## src/verilog/shifterPkg.sv

```systemverilog
package shifterPkg;

    // Data path width of the unit. The count and the barrel depth follow from it.
    localparam int WordWidth = 32;
    localparam int AmountWidth = $clog2(WordWidth);

    // Bit positions inside the status vector.
    localparam int FlagN = 2;
    localparam int FlagZ = 1;
    localparam int FlagC = 0;

    typedef logic [WordWidth-1:0] shiftWord;

    typedef logic [AmountWidth-1:0] shiftAmount;

    typedef logic [2:0] statusFlags;    // N, Z, C from the top bit down.

    // Encodings follow the ARM shift type field.
    typedef enum logic [1:0] {
        LSL = 2'b00,
        LSR = 2'b01,
        ASR = 2'b10,
        ROR = 2'b11
    } shiftOpSel;

endpackage

```

## src/verilog/shiftStage.sv

```systemverilog
module shiftStage #(
    parameter int DataWidth = 32,
    parameter int Distance = 1
) (
    input  shifterPkg::shiftOpSel  shiftOp,
    input  logic                   shift,
    input  logic [DataWidth-1:0]   dataIn,
    input  logic                   carryIn,
    output logic [DataWidth-1:0]   dataOut,
    output logic                   carryOut
);

    logic [DataWidth-1:0] shiftedLeft;
    logic [DataWidth-1:0] shiftedRight;
    logic [DataWidth-1:0] rotated;
    logic                 fillBit;
    logic                 lastOutLeft;
    logic                 lastOutRight;

    if (Distance < 1 || Distance >= DataWidth) begin : gBadDistance
        $error("shiftStage distance %0d is out of range for width %0d", Distance, DataWidth);
    end

    // Zero fill for LSR, copies of the sign bit for ASR.
    assign fillBit = (shiftOp == shifterPkg::ASR) && dataIn[DataWidth-1];

    assign shiftedLeft  = dataIn << Distance;
    assign shiftedRight = {{Distance{fillBit}}, dataIn[DataWidth-1:Distance]};
    assign rotated      = {dataIn[Distance-1:0], dataIn[DataWidth-1:Distance]};

    // Last bit to leave the word in each direction.
    assign lastOutLeft  = dataIn[DataWidth-Distance];
    assign lastOutRight = dataIn[Distance-1];

    always_comb begin
        dataOut  = dataIn;
        carryOut = carryIn;
        if (shift) begin
            case (shiftOp)
                shifterPkg::LSL: begin
                    dataOut  = shiftedLeft;
                    carryOut = lastOutLeft;
                end
                shifterPkg::LSR,
                shifterPkg::ASR: begin
                    dataOut  = shiftedRight;
                    carryOut = lastOutRight;
                end
                shifterPkg::ROR: begin
                    dataOut  = rotated;
                    carryOut = lastOutRight;    // Same bit as the new MSB.
                end
                default: begin
                    dataOut  = dataIn;
                    carryOut = carryIn;
                end
            endcase
        end
    end

endmodule

```

## src/verilog/shifter.sv

```systemverilog
module shifter #(
    parameter int DataWidth = 32
) (
    input  logic                           clk,
    input  logic                           reset,
    input  logic                           start,
    input  shifterPkg::shiftOpSel          shiftOp,
    input  logic [$clog2(DataWidth)-1:0]   shiftCount,
    input  logic                           carryIn,
    input  logic [DataWidth-1:0]           operand,
    output logic [DataWidth-1:0]           result,
    output logic                           resultCarry,
    output logic                           done
);

    localparam int CountWidth = $clog2(DataWidth);

    shifterPkg::shiftOpSel    opReg;
    logic [CountWidth-1:0]    countReg;
    logic                     carryReg;
    logic [DataWidth-1:0]     operandReg;
    logic                     validReg;

    // Stage i feeds stage i+1. Entry 0 is the registered operand.
    logic [DataWidth-1:0]     stageData [CountWidth+1];
    logic                     stageCarry [CountWidth+1];

    // First pipeline step. carryIn is taken as it stands at the start edge.
    always_ff @(posedge clk or posedge reset) begin
        if (reset) begin
            validReg <= 1'b0;
        end else begin
            validReg <= start;
        end
    end

    always_ff @(posedge clk) begin
        if (start) begin
            opReg      <= shiftOp;
            countReg   <= shiftCount;
            carryReg   <= carryIn;
            operandReg <= operand;
        end
    end

    assign stageData[0]  = operandReg;
    assign stageCarry[0] = carryReg;

    // Distances 1, 2, 4 and so on, one count bit each.
    for (genvar i = 0; i < CountWidth; i++) begin : gStage
        shiftStage #(
            .DataWidth (DataWidth),
            .Distance  (1 << i)
        ) i_stage (
            .shiftOp  (opReg),
            .shift    (countReg[i]),
            .dataIn   (stageData[i]),
            .carryIn  (stageCarry[i]),
            .dataOut  (stageData[i+1]),
            .carryOut (stageCarry[i+1])
        );
    end

    // Second pipeline step.
    always_ff @(posedge clk or posedge reset) begin
        if (reset) begin
            done <= 1'b0;
        end else begin
            done <= validReg;
        end
    end

    always_ff @(posedge clk) begin
        if (validReg) begin
            result      <= stageData[CountWidth];
            resultCarry <= stageCarry[CountWidth];
        end
    end

    opKnownOnStart: assert property (
        @(posedge clk) disable iff (reset)
        start |-> !$isunknown(shiftOp)
    );

    doneFollowsStart: assert property (
        @(posedge clk) disable iff (reset)
        start |-> ##2 done
    );

    doneOnlyAfterStart: assert property (
        @(posedge clk) disable iff (reset)
        done |-> $past(start, 2)
    );

endmodule

```

## src/verilog/shiftFlags.sv

```systemverilog
module shiftFlags (
    input  logic                   clk,
    input  logic                   reset,
    input  logic                   start,
    input  logic                   setFlags,
    input  logic                   done,
    input  shifterPkg::shiftWord   result,
    input  logic                   resultCarry,
    output shifterPkg::statusFlags flags,
    output logic                   carryFlag
);

    localparam int MsbIndex = $bits(shifterPkg::shiftWord) - 1;

    logic [1:0] setPipe;    // Tracks the shifter's two pipeline steps.
    logic       update;
    logic       zeroResult;

    always_ff @(posedge clk or posedge reset) begin
        if (reset) begin
            setPipe <= '0;
        end else begin
            setPipe <= {setPipe[0], start & setFlags};
        end
    end

    assign update     = done & setPipe[1];
    assign zeroResult = (result == '0);

    always_ff @(posedge clk or posedge reset) begin
        if (reset) begin
            flags <= '0;
        end else if (update) begin
            flags[shifterPkg::FlagN] <= result[MsbIndex];
            flags[shifterPkg::FlagZ] <= zeroResult;
            flags[shifterPkg::FlagC] <= resultCarry;
        end
    end

    // Feeds the carry-in of the next shift.
    assign carryFlag = flags[shifterPkg::FlagC];

    // The request must arrive in the same cycle as the shifter's done.
    requestMatchesDone: assert property (
        @(posedge clk) disable iff (reset)
        setPipe[1] |-> done
    );

    flagsChangeAfterDone: assert property (
        @(posedge clk) disable iff (reset)
        !$stable(flags) |-> $past(done)
    );

endmodule

```

## src/verilog/shiftUnit.sv

```systemverilog
module shiftUnit #(
    parameter int DataWidth = shifterPkg::WordWidth
) (
    input  logic                    clk,
    input  logic                    reset,
    input  logic                    start,
    input  logic                    setFlags,
    input  shifterPkg::shiftOpSel   shiftOp,
    input  shifterPkg::shiftAmount  shiftCount,
    input  shifterPkg::shiftWord    operand,
    output shifterPkg::shiftWord    result,
    output logic                    resultCarry,
    output logic                    done,
    output shifterPkg::statusFlags  flags
);

    logic carryFlag;

    // The word type fixes the port width, so the two have to agree.
    if (DataWidth != $bits(shifterPkg::shiftWord)) begin : gWidthMismatch
        $error("shiftUnit width %0d differs from the package word width", DataWidth);
    end

    shifter #(
        .DataWidth (DataWidth)
    ) i_shifter (
        .clk         (clk),
        .reset       (reset),
        .start       (start),
        .shiftOp     (shiftOp),
        .shiftCount  (shiftCount),
        .carryIn     (carryFlag),
        .operand     (operand),
        .result      (result),
        .resultCarry (resultCarry),
        .done        (done)
    );

    shiftFlags i_shiftFlags (
        .clk         (clk),
        .reset       (reset),
        .start       (start),
        .setFlags    (setFlags),
        .done        (done),
        .result      (result),
        .resultCarry (resultCarry),
        .flags       (flags),
        .carryFlag   (carryFlag)
    );

endmodule

```

## config.mk

```make
export PLATFORM = sky130hd
export DESIGN_NAME = shiftUnit
export DESIGN_NICKNAME = d
export VERILOG_FILES = /design/src/verilog/shifterPkg.sv /design/src/verilog/shiftStage.sv /design/src/verilog/shifter.sv /design/src/verilog/shiftFlags.sv /design/src/verilog/shiftUnit.sv
export SDC_FILE = /design/constraint.sdc
export NUM_CORES = 1
export LEC_CHECK = 0
export BUFFER_PORTS_ARGS = -buffer_cell sky130_fd_sc_hd__buf_2
export CORE_MARGIN = 2
export CORE_UTILIZATION = 42
export CTS_BUF_LIST = sky130_fd_sc_hd__clkbuf_2
export DETAILED_ROUTE_END_ITERATION = 8
export GPL_TIMING_DRIVEN = 0
export PLACE_DENSITY_LB_ADDON = 0.15
export SYNTH_ARGS = -nofsm -noshare
export SYNTH_HDL_FRONTEND = slang
export SYNTH_SLANG_ARGS = --single-unit
```

## constraint.sdc

```tcl
create_clock -name clk -period 2.5 [get_ports clk]
set_input_delay 0.25 -clock clk [delete_from_list [all_inputs] [get_ports clk]]
set_output_delay 0.25 -clock clk [all_outputs]
set_load 0.03 [all_outputs]
```

==> out/metrics.json, run 1 <==
{
  "number_of_synthesized_flops_with_an_enable_pin": {"value": 73},
  "setup_viol_count_final": {"value": 33},
  "synthesis.instances": {"value": 837},
  "worstHoldPathType": {"value": "in2async"},
  "multi_input_area": {"value": 0.005753, "unit": "mm^2"},
  "gp_routability_congestion": {"value": 1.092},
  "clock-root-buffer": {"value": "sky130_fd_sc_hd__clkbuf_2"},
  "clk_pin_slew_worst_paths": {"value": 280, "unit": "ps"},
  "timing.clock.skew": {"value": 54.72, "unit": "ps"},
  "max_cap_viol": {"value": 0},
  "route.detailed.drc": {"value": 2},
  "post-route-worst-setup-slack": {"value": -575.1, "unit": "ps"},
  "timing.rr.end": {"value": "i_shifter.resultCarry"},
  "synthesis.area": {"value": 0.007536, "unit": "mm^2"},
  "final-instance-count-excl-fill": {"value": 1252},
  "drtPass1Iterations": {"value": 9},
  "finish.utilization": {"value": 61.01, "unit": "%"},
  "clock_tree.buffer_depth": {"value": 2},
  "fp.dieArea": {"value": 0.01903, "unit": "mm^2"},
  "synth_sequential_area_ratio": {"value": 31.41, "unit": "%"},
  "route.final.wire_length": {"value": 39.95, "unit": "mm"},
  "dieHeight": {"value": 138.0, "unit": "um"},
  "tritoncts": {"value": "yes"},
  "timing.critical_path.to_type": {"value": "flip-flop"},
  "timing.critical_path.from_type": {"value": "flip-flop"},
  "worst_slew_pin_slew": {"value": 1103, "unit": "ps"},
  "timing.setup.critical_path_class": {"value": "reg2reg"},
  "globalRouteOverflowTotal": {"value": 0},
  "timing.fmax": {"value": 325.2, "unit": "MHz"},
  "violations": {"value": "design-rule violations, negative setup slack"},
  "synth_top_flop_cell": {"value": "sky130_fd_sc_hd__edfxtp_1"},
  "yosysWarningCount": {"value": 0},
  "finalHoldViolations": {"value": 0},
  "net_count_after_synthesis": {"value": 883},
  "timing.slew.headroom": {"value": 26.45, "unit": "%"},
  "power-per-cell-area": {"value": 591.7, "unit": "mW/mm^2"},
  "static-leakage-power": {"value": 3.850, "unit": "nW"},
  "maxSlewViolCount": {"value": 0},
  "setup_total_negative_slack": {"value": -12630, "unit": "ps"},
  "synthDominantCellAreaShare": {"value": 29.09, "unit": "%"},
  "cp.arrival": {"value": 3500, "unit": "ps"},
  "fillerInstances": {"value": 1521},
  "design.core.area": {"value": 0.01742, "unit": "mm^2"},
  "cts_buffers": {"value": 9},
  "ys_ff_latch": {"value": 80},
  "grt_pass1_vias": {"value": 8684},
  "detail-route-antenna-nets": {"value": 0},
  "grt_pass1_wl": {"value": 57.61, "unit": "mm"},
  "antenna_found_initial": {"value": 2},
  "drt_iter0_markers": {"value": 1595},
  "initial_utilization": {"value": 43.27, "unit": "%"},
  "clk_latency": {"value": 680, "unit": "ps"},
  "post_synth.cell_area_avg": {"value": 9.004, "unit": "um^2"},
  "finalHoldWorstSlack": {"value": 22.21, "unit": "ps"},
  "synth_async_reset_ratio": {"value": 8.750, "unit": "%"},
  "clock_period_minus_final_worst_setup_slack": {"value": 3075, "unit": "ps"},
  "dr_total_vias": {"value": 9291},
  "nNetsFinal": {"value": 1066},
  "rr_startpoint": {"value": "i_shifter.countReg[0]"},
  "global_route.usage.total": {"value": 42.24, "unit": "%"},
  "clock-sinks": {"value": 80},
  "dieWidth": {"value": 138.0, "unit": "um"},
  "rr_worst_depth": {"value": 11},
  "place.detailed.instances": {"value": 1141},
  "netlist_cell_types": {"value": 97},
  "crit_path_max_fanout": {"value": 10},
  "place_hpwl": {"value": 28.10, "unit": "mm"},
  "synth.top_cells.by_area": {"value": "sky130_fd_sc_hd__edfxtp_1, sky130_fd_sc_hd__mux2i_1, sky130_fd_sc_hd__o21ai_0, sky130_fd_sc_hd__nor2_1, sky130_fd_sc_hd__a21oi_1"},
  "post-synth-top-area-cell": {"value": "sky130_fd_sc_hd__edfxtp_1"},
  "layout_worst_path_cycle_share": {"value": 123.0, "unit": "%"},
  "io_pins": {"value": 80},
  "setup_repair_after_global_routing_missed_its_margin": {"value": "true"},
  "outcome": {"value": "finished with violations"},
  "viasPerCell": {"value": 7.421},
  "layout-area-overhead-vs-synth": {"value": 40.99, "unit": "%"},
  "cts_max_level": {"value": 3},
  "ff_latch_area": {"value": 0.002369, "unit": "mm^2"},
  "layout-drive-gt1-share": {"value": 41.56, "unit": "%"},
  "floorplan.rows": {"value": 48},
  "worstPathRequired": {"value": 2930, "unit": "ps"},
  "reg2reg_slack": {"value": -580, "unit": "ps"},
  "peak_supply_drop": {"value": 309.2, "unit": "uV"},
  "pin_count_of_the_biggest_net_entering_global_routing": {"value": 43},
  "numPortBuffers": {"value": 79},
  "post_drt_wl_per_cell": {"value": 31.91, "unit": "um"}
}
logic make-up (layout without fill, tap and decap cells):
| family | Yosys count | in the layout | share of synthesized area, % |
|---|---|---|---|
| DFF | 80 | 80 | 31.41 |
| muxes | 50 | 50 | 7.388 |
| adders and majority gates | 3 | 3 | 0.4981 |
| AOI/OAI and AO/OA | 357 | 357 | 37.24 |
| and+or+nand+nor | 247 | 247 | 16.09 |
| buffers and inverters | 100 | 288 | 7.372 |
| other | 0 | 2 | 0 |
report_power, final:
group,switching [mW],internal (mW),leakage (nW)
clock,0.604,0.357,0.0885
sequential,0.179,1.65,0.797
combinational,2.15,1.34,2.96
total,2.94,3.35,3.85
how the worst max path moves through the flow:
stage,from,to,depth (start not counted)
3_5_place_dp,i_shifter.opReg[1],i_shifter.resultCarry,11
3_3_place_gp,i_shifter.opReg[1],i_shifter.resultCarry,11
6_report,i_shifter.countReg[0],i_shifter.resultCarry,11
5_1_grt,i_shifter.opReg[1],i_shifter.result[21],12
4_1_cts,i_shifter.opReg[1],i_shifter.result[27],10
2_1_floorplan,i_shifter.opReg[0],i_shifter.result[24],11
registers in the layout, indices dropped and copies added (netlist names):
signal / flops
i_shifter.countReg: 5
i_shiftFlags.flags: 3
i_shifter.opReg: 2
i_shifter.resultCarry: 1
i_shifter.carryReg: 1
i_shifter.result: 32
i_shiftFlags.setPipe: 2
i_shifter.operandReg: 32
i_shifter.done: 1
i_shifter.validReg: 1
metal layers:
| metal | up-vias | GRT usage [%] | share of wire [%] |
|---|---|---|---|
| met4 | 0 | 20.01 | 6.1 |
| met1 | 4428 | 57.76 | 39 |
| met3 | 231 | 14.18 | 15 |
| met5 | - | 0 | 0 |
| met2 | 921 | 59.57 | 40 |
| li1 | 3711 | - | - |
critical path, stage by stage (launching register included):
cell	delay, ps
sky130_fd_sc_hd__edfxtp_1	410
sky130_fd_sc_hd__buf_6	130
sky130_fd_sc_hd__buf_8	160
sky130_fd_sc_hd__buf_8	180
sky130_fd_sc_hd__buf_6	200
sky130_fd_sc_hd__buf_6	210
sky130_fd_sc_hd__o221ai_1	170
sky130_fd_sc_hd__a21oi_1	300
sky130_fd_sc_hd__nor2_1	120
sky130_fd_sc_hd__a2111oi_4	420
sky130_fd_sc_hd__a2111oi_4	110
sky130_fd_sc_hd__a311oi_2	410
cell usage in the layout (no fill, tap or decap), types with 13 or more instances in the layout:
cell type / instances
sky130_fd_sc_hd__o21ai_0: 32
sky130_fd_sc_hd__o22ai_1: 15
sky130_fd_sc_hd__mux2i_1: 27
sky130_fd_sc_hd__a21oi_1: 32
sky130_fd_sc_hd__clkbuf_2: 21
sky130_fd_sc_hd__buf_4: 56
sky130_fd_sc_hd__mux2_2: 17
sky130_fd_sc_hd__a211oi_2: 13
sky130_fd_sc_hd__and2_1: 20
sky130_fd_sc_hd__nand3_1: 20
sky130_fd_sc_hd__buf_2: 89
sky130_fd_sc_hd__o21ai_1: 21
sky130_fd_sc_hd__nor2_1: 61
sky130_fd_sc_hd__edfxtp_1: 73
sky130_fd_sc_hd__buf_6: 24
sky130_fd_sc_hd__nand2_1: 51
sky130_fd_sc_hd__clkbuf_1: 15
sky130_fd_sc_hd__dlygate4sd3_1: 41
final cells by class:
cell class	instances	share of cell area, %
buffer	83	6.324
tap	225	2.650
timing repair buffer	175	12.54
multi-input combinational	657	54.15
clock inverter	7	1.036
inverter	14	0.5417
antenna	2	0.04710
sequential	80	22.29
clock buffer	9	0.4239
Yosys cell counts, types with 6 or more instances:
| master | n |
|---|---|
| sky130_fd_sc_hd__o32ai_1 | 11 |
| sky130_fd_sc_hd__nand2_1 | 57 |
| sky130_fd_sc_hd__nand3_1 | 22 |
| sky130_fd_sc_hd__a311oi_1 | 6 |
| sky130_fd_sc_hd__nand2b_1 | 9 |
| sky130_fd_sc_hd__buf_4 | 14 |
| sky130_fd_sc_hd__dfrtp_1 | 7 |
| sky130_fd_sc_hd__buf_2 | 24 |
| sky130_fd_sc_hd__nor2b_1 | 14 |
| sky130_fd_sc_hd__o31ai_1 | 10 |
| sky130_fd_sc_hd__nor2_1 | 66 |
| sky130_fd_sc_hd__nor3_1 | 15 |
| sky130_fd_sc_hd__a2bb2oi_1 | 6 |
| sky130_fd_sc_hd__buf_1 | 7 |
| sky130_fd_sc_hd__a31oi_1 | 11 |
| sky130_fd_sc_hd__mux2i_1 | 29 |
| sky130_fd_sc_hd__or2_2 | 7 |
| sky130_fd_sc_hd__o211ai_1 | 10 |
| sky130_fd_sc_hd__nand4_1 | 6 |
| sky130_fd_sc_hd__a221oi_1 | 15 |
| sky130_fd_sc_hd__a22oi_1 | 18 |
| sky130_fd_sc_hd__a21oi_1 | 43 |
| sky130_fd_sc_hd__o22ai_1 | 22 |
| sky130_fd_sc_hd__mux2_2 | 17 |
| sky130_fd_sc_hd__o21ai_0 | 58 |
| sky130_fd_sc_hd__a211oi_1 | 17 |
| sky130_fd_sc_hd__inv_1 | 10 |
| sky130_fd_sc_hd__and2_1 | 22 |
| sky130_fd_sc_hd__clkbuf_1 | 29 |
| sky130_fd_sc_hd__nor4_1 | 9 |
| sky130_fd_sc_hd__o221ai_1 | 8 |
| sky130_fd_sc_hd__buf_6 | 10 |
| sky130_fd_sc_hd__edfxtp_1 | 73 |
| sky130_fd_sc_hd__o21a_1 | 9 |
| sky130_fd_sc_hd__o211a_1 | 7 |
metrics by stage:
step | power, mW | setup slack, ps | area (um^2)
floorplan | 3.399 | -154.5 | 7610
global placement | 4.325 | -1445 | 8287
detailed placement | 4.296 | -1387 | 8287
CTS | 5.920 | -503.9 | 10230
global route | 6.411 | -551.6 | 10630
finish | 6.287 | -575.1 | 10630
repair_timing:
action / 4_1_cts / 5_1_grt
cloned: 2 / 0
hold buffers: 41 / 0
endpoints found under the hold margin: 47 / 0
setup endpoints to repair: 33 / 33
resized for setup: 210 / 79
pin swaps: 52 / 30
setup buffers: 41 / 13
Note: power is estimated with default switching activity, not from simulation.
==> inputs of run 2 (changes only) <==
--- a/config.mk
+++ b/config.mk
@@ -10,7 +10,6 @@
 export CORE_UTILIZATION = 42
 export CTS_BUF_LIST = sky130_fd_sc_hd__clkbuf_2
 export DETAILED_ROUTE_END_ITERATION = 8
-export GPL_TIMING_DRIVEN = 0
 export PLACE_DENSITY_LB_ADDON = 0.15
 export SYNTH_ARGS = -nofsm -noshare
 export SYNTH_HDL_FRONTEND = slang
==> constraint.sdc (replaced) <==
create_clock -name clk -period 3.8 [get_ports clk]
set_input_delay 0.38 -clock clk [delete_from_list [all_inputs] [get_ports clk]]
set_output_delay 0.38 -clock clk [all_outputs]
set_load 0.03 [all_outputs]
==> run 2 against run 1 <==
  * The flow now finishes without violations
  * Largest power group unchanged
  * Non-clock buffer count shrank 105
  * Register-to-register slack gained 730 ps
  * Sequential share of layout area grew 5.6 points
  * Clock power shrank 52%
  * Design area shrank 20%
  * Sequential power shrank 34%
==> out/metrics.json, run 2 (synthesis results as in run 1) <==
{
  "worst_slew_pin_slew": {"value": 975.0, "unit": "ps", "change": "-128.3 ps"},
  "grt_pass1_vias": {"value": 7403, "change": "-15%"},
  "setup_viol_count_final": {"value": 0, "change": "-100%"},
  "clock_period_minus_final_worst_setup_slack": {"value": 3642, "unit": "ps", "change": "+566.9 ps"},
  "drtPass1Iterations": {"value": 9, "change": "unchanged"},
  "route.final.wire_length": {"value": 31.10, "unit": "mm", "change": "-22%"},
  "timing.clock.skew": {"value": 30.41, "unit": "ps", "change": "-24.31 ps"},
  "maxSlewViolCount": {"value": 0, "change": "unchanged"},
  "dr_total_vias": {"value": 8019, "change": "-14%"},
  "numPortBuffers": {"value": 79, "change": "unchanged"},
  "fp.dieArea": {"value": 0.01903, "unit": "mm^2", "change": "unchanged"},
  "layout.cells.most_common": {"value": "sky130_fd_sc_hd__buf_2"},
  "peak_supply_drop": {"value": 200.6, "unit": "uV", "change": "-35%"},
  "clk_latency": {"value": 660, "unit": "ps", "change": "-20 ps"},
  "timing.critical_path.from_type": {"value": "flip-flop"},
  "place_hpwl": {"value": 22.09, "unit": "mm", "change": "-21%"},
  "crit_path_max_fanout": {"value": 28, "change": "+18"},
  "drt_iter0_markers": {"value": 1569, "change": "-1.6%"},
  "timing.slew.headroom": {"value": 35.00, "unit": "%", "change": "+8.6 points"},
  "post_drt_wl_per_cell": {"value": 27.11, "unit": "um", "change": "-15%"},
  "static-leakage-power": {"value": 3.096, "unit": "nW", "change": "-20%"},
  "worstPathRequired": {"value": 4260, "unit": "ps", "change": "+1330 ps"},
  "pre_cts_slack": {"value": 322.0, "unit": "ps", "change": "+1709 ps"},
  "clock-sinks": {"value": 80, "change": "unchanged"},
  "dieHeight": {"value": 138.0, "unit": "um", "change": "unchanged"},
  "power-per-cell-area": {"value": 379.5, "unit": "mW/mm^2", "change": "-36%"},
  "detail-route-antenna-nets": {"value": 0, "change": "unchanged"},
  "cts_max_level": {"value": 3, "change": "unchanged"},
  "layout_worst_path_cycle_share": {"value": 95.84, "unit": "%", "change": "-27 points"},
  "finalHoldViolations": {"value": 0, "change": "unchanged"},
  "antenna_found_initial": {"value": 2, "change": "unchanged"},
  "outcome": {"value": "finished, final reports clean"},
  "design.core.area": {"value": 0.01742, "unit": "mm^2", "change": "unchanged"},
  "worstHoldPathType": {"value": "in2async"},
  "tritoncts": {"value": "yes"},
  "pin_count_of_the_biggest_net_entering_global_routing": {"value": 83, "change": "+93%"},
  "route.detailed.drc": {"value": 0, "change": "-2"},
  "globalRouteOverflowTotal": {"value": 0, "change": "unchanged"},
  "clk_pin_slew_worst_paths": {"value": 240, "unit": "ps", "change": "-40 ps"},
  "setup_total_negative_slack": {"value": 0, "unit": "ps", "change": "+12630 ps"},
  "finish.utilization": {"value": 48.78, "unit": "%", "change": "-12 points"},
  "cp.arrival": {"value": 4100, "unit": "ps", "change": "+600 ps"},
  "layout-drive-gt1-share": {"value": 22.07, "unit": "%", "change": "-19 points"},
  "grt_pass1_wl": {"value": 46.29, "unit": "mm", "change": "-20%"},
  "clock_tree.buffer_depth": {"value": 2, "change": "unchanged"},
  "viasPerCell": {"value": 6.991, "change": "-5.8%"},
  "max_cap_viol": {"value": 0, "change": "unchanged"},
  "floorplan.rows": {"value": 48, "change": "unchanged"},
  "cts_buffers": {"value": 9, "change": "unchanged"},
  "finalHoldWorstSlack": {"value": 163.1, "unit": "ps", "change": "+140.9 ps"},
  "setup_repair_after_global_routing_missed_its_margin": {"value": "false"},
  "clock-root-buffer": {"value": "sky130_fd_sc_hd__clkbuf_2"},
  "layout-area-overhead-vs-synth": {"value": 12.73, "unit": "%"},
  "initial_utilization": {"value": 43.27, "unit": "%", "change": "unchanged"},
  "io_pins": {"value": 80, "change": "unchanged"},
  "dieWidth": {"value": 138.0, "unit": "um", "change": "unchanged"},
  "layout_common_cells": {"value": "sky130_fd_sc_hd__buf_2, sky130_fd_sc_hd__edfxtp_1, sky130_fd_sc_hd__nor2_1, sky130_fd_sc_hd__o21ai_0, sky130_fd_sc_hd__nand2_1"},
  "nNetsFinal": {"value": 961, "change": "-9.8%"},
  "global_route.usage.total": {"value": 33.06, "unit": "%", "change": "-9.2 points"},
  "gp_routability_congestion": {"value": 0.9823, "change": "-10%"},
  "timing.critical_path.to_type": {"value": "flip-flop"},
  "timing.setup.critical_path_class": {"value": "reg2reg"},
  "post-route-worst-setup-slack": {"value": 158.0, "unit": "ps", "change": "+733.1 ps"},
  "timing.fmax": {"value": 274.6, "unit": "MHz", "change": "-16%"},
  "top_regs": {"value": "i_shifter.operandReg x32, i_shifter.result x32, i_shifter.countReg x5"}
}
==> run 2: cell count changes in the layout (fill, tap and decap cells not counted), sizes merged <==
cell / before / now
clkbuf: 40 / 9
buf: 185 / 112
inv: 17 / 19
bufbuf: 1 / 0
clkinv: 1 / 2
bufinv: 2 / 0
clkinvlp: 1 / 0
==> run 2: final cells by class <==
type,instances,area (um^2)
multi-input cells,657,4616
clock inverters,7,50.05
diodes,2,5.005
clock buffers,9,45.04
well taps,225,281.5
inverters,14,52.55
fillers,1714,8921
flip-flops and latches,80,2367
repair buffers,153,1079
==> run 2: critical path: stages (launching register included) <==
cell and delay (ps):
sky130_fd_sc_hd__edfxtp_1 450, sky130_fd_sc_hd__inv_1 100, sky130_fd_sc_hd__ha_2 210, sky130_fd_sc_hd__buf_4 350, sky130_fd_sc_hd__inv_2 200, sky130_fd_sc_hd__buf_4 300, sky130_fd_sc_hd__o22ai_1 290, sky130_fd_sc_hd__o21ai_2 210
sky130_fd_sc_hd__o2bb2ai_2 250, sky130_fd_sc_hd__o311a_2 570, sky130_fd_sc_hd__o21a_1 170, sky130_fd_sc_hd__a211oi_2 320
==> run 2: where the power goes <==
part | switching [mW] | internal, mW
clock | 0.364 | 0.0951
combinational | 1.02 | 0.534
sequential | 0.120 | 1.09
==> run 2: repair_timing <==
action | 4_1_cts | 5_1_grt
hold buffers | 41 | 0
gates resized for setup | 0 | 0
buffers inserted | 0 | 0
hold endpoints to repair | 47 | 0
==> run 2: metal layers <==
layer / vias up / routed length (um) / track usage, %
li1: 3502 / - / -
met1: 3839 / 13080 / 45.39
met2: 589 / 13480 / 49.48
met3: 89 / 3312 / 9.649
met4: 0 / 1229 / 11.62
met5: - / 0 / 0
==> run 2: worst paths after layout <==
check                      cells past startpoint                 endpoint                     from  slack [ps]
setup / recovery                              11     i_shifter.result[21]       i_shifter.opReg[0]         160
hold reg to reg                                0  i_shiftFlags.setPipe[1]  i_shiftFlags.setPipe[0]         410
setup reg to reg                              11     i_shifter.result[21]       i_shifter.opReg[0]         160
min in group clk                               1       i_shifter.validReg                    start         350
hold / removal                                 3    i_shiftFlags.flags[0]                    reset         160
max in group asynchronous                      3  i_shiftFlags.setPipe[1]                    reset        3430
==> run 2: stage by stage <==
stage | power, mW | std cells | cell area, um^2
final | 3.224 | 1147 | 8496
after global placement | 2.701 | 1088 | 7985
after CTS | 3.179 | 1145 | 8491
after floorplan | 2.218 | 837 | 7536
after detailed placement | 2.690 | 1088 | 7985
after global routing | 3.369 | 1147 | 8496
